`src/design/capture_pkg.sv`:
```
package capture_pkg;

    // Sample and lane geometry
    localparam int SAMPLE_WIDTH     = 32;
    localparam int LANE_WIDTH       = 16;
    localparam int LANES_PER_SAMPLE = SAMPLE_WIDTH / LANE_WIDTH;
    localparam int LANE_CNT_WIDTH   = 1;

    // Ring geometry
    localparam int RING_DEPTH       = 64;
    localparam int ADDR_WIDTH       = 6;

    // Samples kept ahead of the trigger edge
    localparam int PRE_TRIGGER_LEN  = 8;

    typedef enum logic [1:0]
    {
        ST_RECORD = 2'b00,
        ST_POST   = 2'b01,
        ST_HOLD   = 2'b10,
        ST_DRAIN  = 2'b11
    } capture_state_t;

endpackage

```
`src/design/ring_memory.sv`:
```
`timescale 1ns/100ps

module ring_memory
    import capture_pkg::*;
(
    input  logic                    CLK,
    input  logic                    RESET,
    input  logic [SAMPLE_WIDTH-1:0] din,
    input  logic                    mem_we,
    input  logic                    mem_re,
    input  logic [ADDR_WIDTH-1:0]   mem_raddr,
    output logic [ADDR_WIDTH-1:0]   wr_ptr,
    output logic [SAMPLE_WIDTH-1:0] rd_data
);

    logic [SAMPLE_WIDTH-1:0] mem [RING_DEPTH];
    logic [ADDR_WIDTH-1:0]   wr_ptr_q;
    logic [ADDR_WIDTH-1:0]   wr_ptr_next;
    logic [SAMPLE_WIDTH-1:0] rd_data_q;

    // Wrap explicitly so the depth need not be a power of two
    always_comb
    begin
        if (wr_ptr_q == ADDR_WIDTH'(RING_DEPTH - 1))
        begin
            wr_ptr_next = '0;
        end
        else
        begin
            wr_ptr_next = wr_ptr_q + 1'b1;
        end
    end

    always_ff @(posedge CLK)
    begin
        if (!RESET)
        begin
            wr_ptr_q <= '0;
        end
        else if (mem_we)
        begin
            wr_ptr_q <= wr_ptr_next;
        end
    end

    always_ff @(posedge CLK)
    begin
        if (mem_we)
        begin
            mem[wr_ptr_q] <= din;
        end
    end

    // Registered read port, data follows mem_re by one cycle
    always_ff @(posedge CLK)
    begin
        if (mem_re)
        begin
            rd_data_q <= mem[mem_raddr];
        end
    end

    assign wr_ptr  = wr_ptr_q;
    assign rd_data = rd_data_q;

endmodule

```
`src/design/lane_serializer.sv`:
```
`timescale 1ns/100ps

module lane_serializer
    import capture_pkg::*;
(
    input  logic                    CLK,
    input  logic                    RESET,
    input  logic [SAMPLE_WIDTH-1:0] rd_data,
    input  logic                    ser_load,
    input  logic                    ser_last,
    output logic [LANE_WIDTH-1:0]   dout,
    output logic                    dout_valid,
    output logic                    dout_done,
    output logic                    lane_last
);

    logic [SAMPLE_WIDTH-1:0]   word_q;
    logic [LANE_CNT_WIDTH-1:0] lane_cnt;
    logic                      last_q;
    logic                      active;

    logic [SAMPLE_WIDTH-1:0]   cur_word;
    logic [LANE_CNT_WIDTH-1:0] cur_lane;
    logic                      cur_last;

    // Lane 0 comes straight from the read port in the load cycle
    always_comb
    begin
        if (ser_load)
        begin
            cur_word = rd_data;
            cur_lane = '0;
            cur_last = ser_last;
        end
        else
        begin
            cur_word = word_q;
            cur_lane = lane_cnt;
            cur_last = last_q;
        end
    end

    assign dout       = cur_word[LANE_WIDTH-1:0];
    assign dout_valid = ser_load | active;
    assign lane_last  = dout_valid & (cur_lane == LANE_CNT_WIDTH'(LANES_PER_SAMPLE - 1));

    // An end marker without a word closes an empty window
    assign dout_done  = (lane_last & cur_last) | (ser_last & !ser_load);

    always_ff @(posedge CLK)
    begin
        if (!RESET)
        begin
            active   <= 1'b0;
            lane_cnt <= '0;
            last_q   <= 1'b0;
        end
        else if (dout_valid)
        begin
            if (lane_last)
            begin
                active <= 1'b0;
            end
            else
            begin
                active   <= 1'b1;
                lane_cnt <= cur_lane + 1'b1;
                last_q   <= cur_last;
            end
        end
    end

    // Shift the remaining lanes down, low lane first
    always_ff @(posedge CLK)
    begin
        if (dout_valid && !lane_last)
        begin
            word_q <= cur_word >> LANE_WIDTH;
        end
    end

endmodule

```
`src/design/capture_ctrl.sv`:
```
`timescale 1ns/100ps

module capture_ctrl
    import capture_pkg::*;
(
    input  logic                  CLK,
    input  logic                  RESET,
    input  logic                  wr_en,
    input  logic                  trigger,
    input  logic                  rd_en,
    input  logic [ADDR_WIDTH-1:0] wr_ptr,
    input  logic                  lane_last,
    output logic                  mem_we,
    output logic                  mem_re,
    output logic [ADDR_WIDTH-1:0] mem_raddr,
    output logic                  ser_load,
    output logic                  ser_last,
    output logic                  full,
    output logic                  empty
);

    capture_state_t        state;
    logic                  trig_q;
    logic [ADDR_WIDTH:0]   fill;
    logic [ADDR_WIDTH-1:0] win_start;
    logic [ADDR_WIDTH-1:0] win_end;
    logic [ADDR_WIDTH-1:0] rd_ptr;
    logic                  busy;
    logic                  kick;

    logic                  trig_rise;
    logic                  trig_fall;
    logic [ADDR_WIDTH-1:0] next_wr;
    logic [ADDR_WIDTH-1:0] next_rd;
    logic [ADDR_WIDTH-1:0] pre_cnt;
    logic                  win_empty;
    logic                  words_left;

    assign trig_rise  = trigger & !trig_q;
    assign trig_fall  = !trigger & trig_q;
    assign next_wr    = ADDR_WIDTH'((wr_ptr + 1) % RING_DEPTH);
    assign next_rd    = ADDR_WIDTH'((rd_ptr + 1) % RING_DEPTH);
    assign pre_cnt    = (fill < PRE_TRIGGER_LEN) ? fill[ADDR_WIDTH-1:0]
                                                 : ADDR_WIDTH'(PRE_TRIGGER_LEN);
    assign win_empty  = (win_start == win_end);
    assign words_left = (rd_ptr != win_end);

    // Window must not wrap onto its own first sample
    assign full   = (state == ST_POST) && (next_wr == win_start);
    assign empty  = (state == ST_RECORD) ||
                    (((state == ST_HOLD) || (state == ST_DRAIN)) && win_empty);
    assign mem_we = wr_en && ((state == ST_RECORD) ||
                              ((state == ST_POST) && !trig_fall && !full));

    // Next word goes out during the last lane of the current one
    assign mem_re    = (state == ST_DRAIN) && words_left &&
                       (kick || (rd_en && (!busy || lane_last)));
    assign mem_raddr = rd_ptr;

    always_ff @(posedge CLK)
    begin
        if (!RESET)
        begin
            state     <= ST_RECORD;
            trig_q    <= 1'b0;
            fill      <= '0;
            win_start <= '0;
            win_end   <= '0;
            rd_ptr    <= '0;
            kick      <= 1'b0;
        end
        else
        begin
            trig_q <= trigger;
            kick   <= 1'b0;
            case (state)
                ST_RECORD:
                begin
                    if (mem_we && (fill != (ADDR_WIDTH + 1)'(RING_DEPTH)))
                    begin
                        fill <= fill + 1'b1;
                    end
                    if (trig_rise)
                    begin
                        win_start <= wr_ptr - pre_cnt;
                        state     <= ST_POST;
                    end
                end
                ST_POST:
                begin
                    if (trig_fall)
                    begin
                        win_end <= wr_ptr;
                        state   <= ST_HOLD;
                    end
                end
                ST_HOLD:
                begin
                    if (rd_en)
                    begin
                        if (win_empty)
                        begin
                            fill  <= '0;
                            state <= ST_RECORD;
                        end
                        else
                        begin
                            rd_ptr <= win_start;
                            kick   <= 1'b1;
                            state  <= ST_DRAIN;
                        end
                    end
                end
                ST_DRAIN:
                begin
                    if (mem_re)
                    begin
                        rd_ptr <= next_rd;
                    end
                    // Final word's last lane, nothing left to fetch
                    if (lane_last && !words_left)
                    begin
                        fill  <= '0;
                        state <= ST_RECORD;
                    end
                end
                default:
                begin
                    state <= ST_RECORD;
                end
            endcase
        end
    end

    // Serializer strobes line up with the registered read data
    always_ff @(posedge CLK)
    begin
        if (!RESET)
        begin
            busy     <= 1'b0;
            ser_load <= 1'b0;
            ser_last <= 1'b0;
        end
        else
        begin
            ser_load <= mem_re;
            ser_last <= (mem_re && (next_rd == win_end)) ||
                        ((state == ST_HOLD) && rd_en && win_empty);
            if (mem_re)
            begin
                busy <= 1'b1;
            end
            else if (lane_last)
            begin
                busy <= 1'b0;
            end
        end
    end

endmodule

```
`src/design/capture_top.sv`:
```
`timescale 1ns/100ps

module capture_top
    import capture_pkg::*;
(
    input  logic                    CLK,
    input  logic                    RESET,
    input  logic [SAMPLE_WIDTH-1:0] din,
    input  logic                    wr_en,
    input  logic                    trigger,
    input  logic                    rd_en,
    output logic [LANE_WIDTH-1:0]   dout,
    output logic                    dout_valid,
    output logic                    dout_done,
    output logic                    full,
    output logic                    empty
);

    logic                    mem_we;
    logic                    mem_re;
    logic [ADDR_WIDTH-1:0]   mem_raddr;
    logic [ADDR_WIDTH-1:0]   wr_ptr;
    logic [SAMPLE_WIDTH-1:0] rd_data;
    logic                    ser_load;
    logic                    ser_last;
    logic                    lane_last;

    capture_ctrl ctrl_i
    (
        .CLK       (CLK),
        .RESET     (RESET),
        .wr_en     (wr_en),
        .trigger   (trigger),
        .rd_en     (rd_en),
        .wr_ptr    (wr_ptr),
        .lane_last (lane_last),
        .mem_we    (mem_we),
        .mem_re    (mem_re),
        .mem_raddr (mem_raddr),
        .ser_load  (ser_load),
        .ser_last  (ser_last),
        .full      (full),
        .empty     (empty)
    );

    ring_memory ring_i
    (
        .CLK       (CLK),
        .RESET     (RESET),
        .din       (din),
        .mem_we    (mem_we),
        .mem_re    (mem_re),
        .mem_raddr (mem_raddr),
        .wr_ptr    (wr_ptr),
        .rd_data   (rd_data)
    );

    lane_serializer ser_i
    (
        .CLK        (CLK),
        .RESET      (RESET),
        .rd_data    (rd_data),
        .ser_load   (ser_load),
        .ser_last   (ser_last),
        .dout       (dout),
        .dout_valid (dout_valid),
        .dout_done  (dout_done),
        .lane_last  (lane_last)
    );

endmodule

```
`config.mk`:
```
export PLATFORM = sky130hd
export DESIGN_NAME = capture_top
export DESIGN_NICKNAME = d
export VERILOG_FILES = /design/src/design/capture_pkg.sv /design/src/design/ring_memory.sv /design/src/design/lane_serializer.sv /design/src/design/capture_ctrl.sv /design/src/design/capture_top.sv
export SDC_FILE = /design/constraint.sdc
export NUM_CORES = 2
export LEC_CHECK = 0
export BUFFER_PORTS_ARGS = -buffer_cell sky130_fd_sc_hd__buf_2
export CAP_MARGIN = 20
export CORE_MARGIN = 5
export CORE_UTILIZATION = 55
export DETAILED_ROUTE_END_ITERATION = 12
export MAX_ROUTING_LAYER = met4
export PLACE_DENSITY = 0.73
export SYNTH_ARGS = -nofsm -noshare
export SYNTH_HDL_FRONTEND = slang
export SYNTH_SLANG_ARGS = --single-unit
```
`constraint.sdc`:
```
create_clock -name CLK -period 4.2 [get_ports CLK]
set_clock_uncertainty 0.05 [all_clocks]
set_input_delay 0.63 -clock CLK [delete_from_list [all_inputs] [get_ports CLK]]
set_output_delay 0.63 -clock CLK [all_outputs]
set_load 0.02 [all_outputs]
```
======== After elaboration in Yosys (flattened, before gate mapping) ========
Memory sizes are Yosys's and may differ from the RTL's. A register that Yosys moved wholly into a read port is not among the register bits.
Cells that the tools add are included.
operators by class
  $add $sub $neg .......................... 6
  magnitude comparators ................... 1
  eq/ne operators ......................... 17
  multiplexer cells ....................... 26
  bitwise gates (word level) .............. 8
  reduce and logical (&&, ||, !) cells .... 39
operators by type and width
  kind                                                                           count
  6-bit 2-to-1 mux                                                               5
  7-bit 2-to-1 mux                                                               4
  7-bit one-hot mux with 3 select lines                                          1
  6-bit by 1-bit adder with 6-bit output (second input constant)                 3
  6-bit == test                                                                  3
  16-bit 2-to-1 mux                                                              1
  1-bit logical AND                                                              14
  6-bit one-hot mux with 2 select lines                                          1
  2-bit 2-to-1 mux                                                               5
  1-bit logical NOT                                                              8
  1-bit 2-to-1 mux                                                               8
  2-bit by 1-bit inequality test with 1-bit output (second input constant)       4
  2-bit inequality test (second input constant)                                  4
  2-bit one-hot mux with 4 select lines                                          1
  4-bit AND reduction                                                            2
  7-bit by 1-bit adder with 7-bit output (second input constant)                 1
  7-bit by 4-bit less-than comparator with 1-bit output (second input constant)  1
  7-bit inequality test (second input constant)                                  1
  6-bit == test (second input constant)                                          1
  1-bit logical OR                                                               6
  6-bit inequality test                                                          1
  2-bit AND reduction                                                            3
  6-bit subtractor                                                               1
  1-bit AND                                                                      5
  other kinds (10)                                                               13
word-level totals
  register bits after elaboration ......... 57
  memory bits (writable) .................. 2048
  bits of input ports ..................... 37
  output and inout port bits .............. 20
  word-level logic and storage cells ...... 113
  memories kept ........................... 1
memory list
  memory      words  bits a word  rd ports  clocked after Yosys merged registers in  write ports  line               source
  ring_i.mem  64     32           1         1                                        1            ring_memory.sv:16  logic [SAMPLE_WIDTH-1:0] mem [RING_DEPTH];

======== Longest topological paths before layout ========
  depth after elaboration ................. 10
  mapped depth ............................ 10
  mapped depth without buffers ............ 10

======== Cells and area by module ========
A second synthesis with hierarchy kept.
second synthesis, totals
  cell total of the unflattened synthesis .. 3740
  area total of the unflattened synthesis .. 82073.7 µm²
by module, submodules not included
  module           times used  cells an instance  area each (µm²)  seq. area each (µm²)
  ring_memory      1           3420               78988.3          62580.0
  capture_ctrl     1           254                2165.8           640.6
  lane_serializer  1           66                 919.6            540.5

======== Worst setup path after synthesis ========
No wires, ideal clock.
  path type ............................... flip-flop to flip-flop
  from .................................... register ring_i.wr_ptr_q[1] (netlist: ring_i.wr_ptr[1])
  to ...................................... memory ring_i.mem[31][0] (enable)
  library setup time ...................... 0.461 ns
  arrival ................................. 3.968 ns
  required time ........................... 3.689 ns
  setup slack ............................. -0.279 ns
  cell stages (with the launch flop) ...... 8
  path buffers ............................ 1
  clock period less this slack ............ 4.479 ns
  cells stage by stage .................... dfxtp_1 -> ha_1 -> and2_1 -> a211o_1 -> a31oi_1 -> o211ai_2 -> clkbuf_1 -> nor3_1
on the way
  cells in the longest elaborated chain, start to end .. 9
ends and longest elaborated chain
  what                                    line                source
  start, declared                         ring_memory.sv:17   logic [ADDR_WIDTH-1:0] wr_ptr_q;
  start signal, assigned                  ring_memory.sv:42   wr_ptr_q <= wr_ptr_next;
  6-bit by 1-bit adder with 6-bit output  capture_ctrl.sv:41  assign next_wr = ADDR_WIDTH'((wr_ptr + 1) % RING_DEPTH);
  6-bit == test                           capture_ctrl.sv:49  assign full = (state == ST_POST) && (next_wr == win_start);
  1-bit logical AND                       capture_ctrl.sv:49
  1-bit logical NOT                       capture_ctrl.sv:53  ((state == ST_POST) && !trig_fall && !full));
  1-bit logical AND                       capture_ctrl.sv:53
  1-bit logical OR                        capture_ctrl.sv:52  assign mem_we = wr_en && ((state == ST_RECORD) ||
  1-bit logical AND                       capture_ctrl.sv:52
  1-bit 2-to-1 mux                        ring_memory.sv:48   if (mem_we)
  1-bit 2-to-1 mux (not written as such)  ring_memory.sv:50   mem[wr_ptr_q] <= din;
  end, declared                           ring_memory.sv:16
Parallel ways exist; a longest one is shown, timed or not.

======== Worst setup path after layout ========
  from .................................... register ring_i.wr_ptr_q[0] (netlist: ring_i.wr_ptr[0])
  to ...................................... memory ring_i.mem[18][3] (enable)
The elaborated chain is that of the path after synthesis.

==> flow_summary.toml <==
[route]
viasPerCell = 6.707
post_drt_wl_per_cell_um = 33.42
drt-total-wl_um = 203400
num_vias = 40810
drt_pass1_iterations = 8
route.detailed.drc = 0
ant_nets = 0
drtIter0Drc = 6016

[worst_hold_path]
min-delay-start = "din[4]"
hold_path_class = "input pin to flop"
whs_path_depth = 1
hold_end = "ring_i.mem[12][4]"

[worst_setup_path]
rr_endpoint = "ring_i.mem[18][3]"
reg2reg_depth = 9
crit_arrival_ps = 4270
crit_path_max_fanout = 32
worst_setup_path_start_kind = "flop"
end_kind = "flop"
path_delay_family = "simple AND/OR/NAND/NOR gates"
slowest_delay_ps = 720
r2r_start = "ring_i.wr_ptr[0]"
cp_common_cell = "buf_4"
worstSetupPathType = "flop to flop"
crit_chain = "ha_1 > and2_1 > a211o_1 > a31oi_1 > o21ai_1 > or4_1 > buf_4 > nor2_4 > buf_4"
critPathRequiredTime_ps = 4610
rrSetupSlack_ps = 340
cp_slowest_cell = "or4_1"
cp_num_buf_inv = 2

[grt]
grt_usage_pct = 26.74
grt_pass1_wl_um = 290400
globalRoute.totalOverflow = 0
antenna_found_initial = 17
grt_pass1_vias = 39900
grt_max_degree = 90

[floorplanning]
core-area_um2 = 148000
io-pin-count = 57
die_area_um2 = 156900
die_h_um = 396.1
start_util_pct = 55.38
num_rows = 141
die_x_um = 396.1

[layout]
fin_nets = 4032
utilization_pct = 62.07
drive_gt1_share_pct = 26.30
fin_cells = 6085
area_growth_pct = 12.09

[job]
max_cap_viol_count = 0

[power_and_ir_drop]
ir_drop_mv = 0.4454
power.share.sequential_pct = 57.5
intPower_mw = 32.73
p_switching_mw = 8.211
swShare_pct = 20.05
power_density_nw_per_um2 = 445.6
clock_power_share_pct = 40.2
comb_power_share_pct = 2.3
p_leak_nw = 27.72

[synthesis]
ys_seq_area_share_pct = 77.79
syn_nets = 3807
synth_edf_count = 2096
synth-main-ff-cell = "edfxtp_1"
synthTopCellsByArea = "edfxtp_1 (77%), mux4_2 (13%), a22oi_1 (1.3%), mux2i_1 (1.2%), dfxtp_1 (1.0%)"
syn_inst = 3760
synth_top_cells_by_count = "edfxtp_1 (2096), mux4_2 (484), a22oi_1 (143)"
yosys_register_bits = 2137
yosys.area.top_type_share_pct = 76.79
postSynthAreaPerCell_um2 = 21.80
synth.most_common_cell = "edfxtp_1"
synth.distinct_cells = 61
synth_warnings = 0
syn_area_um2 = 81970
async_flop_share_pct = 0
synth_top_area_cell = "edfxtp_1"

[timing]
max_freq_mhz = 259.0
fin_crit_ps = 3861
drv_slew = 0
min_period_over_period_pct = 91.92
worstMarginPinSlew_ps = 1120
slew_headroom_pct = 25.36
rsz0062_at_grt = "false"
setup_viol = 0
hold_violations = 0

[clock_network]
htreeDepth = 4
cts_tree = "built"
cts_max_path_buffers = 3
cts_sinks = 2137
cts-buffers-inserted = 195
cts_resized = 0
clk_latency_ps = 830
cts_setup_buffers = 0
cts_root_buf = "clkbuf_16"
path_clk_slew_ps = 60
cts-hold-fix-buffers = 1

[placed_design]
io_buffers = 56
hpwl_um = 118300
dp_cells = 5711
gp_congestion = 0.8960

[outcome]
status = "finished clean"
==> cells by family after synthesis <==
kind of cell               count (synthesis)  share of synthesized area (%)
adders and majority gates                 10                         0.1618
and+or+nand+nor                          304                          1.893
DFF                                     2137                          77.79
buffers and inverters                    239                          1.404
xor gates and xnor gates                  22                         0.2351
AOI/OAI and AO/OA                        440                          3.682
other                                      1                       0.004575
muxes                                    607                          14.83
==> through the flow <==
stage               TNS [ps]  hold slack [ps]  area [µm²]  setup slack (ps)  power [mW]
global placement           0            438.2       85860             409.4       24.86
detailed placement         0            451.5       85860             428.8       24.90
global route               0            146.2       91860             212.3       42.10
CTS                        0            219.8       91690             400.7       41.13
finish                     0            164.7       91880             339.2       40.95
floorplan             -99660            423.7       81970            -279.4       24.30
==> final cells by class <==
class                      count  area, µm²
clock buffer                 245       5110
timing repair buffer         250       2205
multi-input combinational   1384      17540
clock inverter               100      708.2
inverter                      17      63.81
antenna                       22      55.05
sequential                  2137      63780
tap                         1930       2415
fill                        9686      56140
==> placed cells by master (no fill, tap or decap), types with 7 or more instances in the layout <==
cell and n:
o21ai_1 12, a21boi_0 7, nor2b_1 31, and3_1 16, mux2i_1 102, inv_1 17
o2111ai_1 14, clkinv_2 26, edfxtp_1 2096, mux2_2 21, clkbuf_1 48, and2_1 23
or3_1 8, buf_12 33, nor3_2 16, or4_1 16, o21ai_0 53, ha_1 9
a22oi_1 143, buf_2 51, bufinv_16 7, mux4_2 484, clkbuf_16 197, nand3_1 35
buf_4 163, clkinv_1 54, nand2_1 50, or2_2 7, dfxtp_1 36, diode_2 22
nor3_1 8, a211oi_1 17, a221oi_1 28, nor2_1 23, xnor2_1 19, nor2_4 50
a21oi_1 98, a22o_1 28
==> power by group through the flow <==
stage / Sequential (mW) / Combinational [mW] / Clock, mW
floorplan: 24.0 / 0.322 / 0
global placement: 24.0 / 0.883 / 0
detailed placement: 24.0 / 0.913 / 0
CTS: 23.5 / 0.919 / 16.7
global route: 23.5 / 0.999 / 17.6
finish: 23.5 / 0.943 / 16.5
==> state kept, by name (all words and copies together) (netlist names), 2 cells and up <==
register and count:
ring_i.mem 2048, ring_i.rd_data 32, ser_i.word_q 16, ctrl_i.fill 7, ctrl_i.mem_raddr 6, ctrl_i.win_end 6
ctrl_i.win_start 6, ring_i.wr_ptr 6, ctrl_i.state 2
==> routing by layer <==
layer  part of all wire [%]  routed length, µm  vias up  GRT usage [%]
met3                     11              22770      314          5.882
met5                      0                  0        -              -
met1                     39              78760    21620          38.35
li1                       -                  -    16350              -
met4                    3.3               6698        0          8.346
met2                     47              95150     2530          39.28
==> how the worst max path moves through the flow <==
stage	to	depth (start not counted)	start
after detailed placement	ring_i.mem[18][4]	9	ring_i.wr_ptr[0]
final	ring_i.mem[18][3]	9	ring_i.wr_ptr[0]
after CTS	ring_i.mem[18][9]	9	ring_i.wr_ptr[0]
after global placement	ring_i.mem[18][9]	9	ring_i.wr_ptr[0]
after global routing	ring_i.mem[18][3]	9	ring_i.wr_ptr[0]
after floorplan	ring_i.mem[31][0]	7	ring_i.wr_ptr[1]
(Power assumes the default switching activity.)
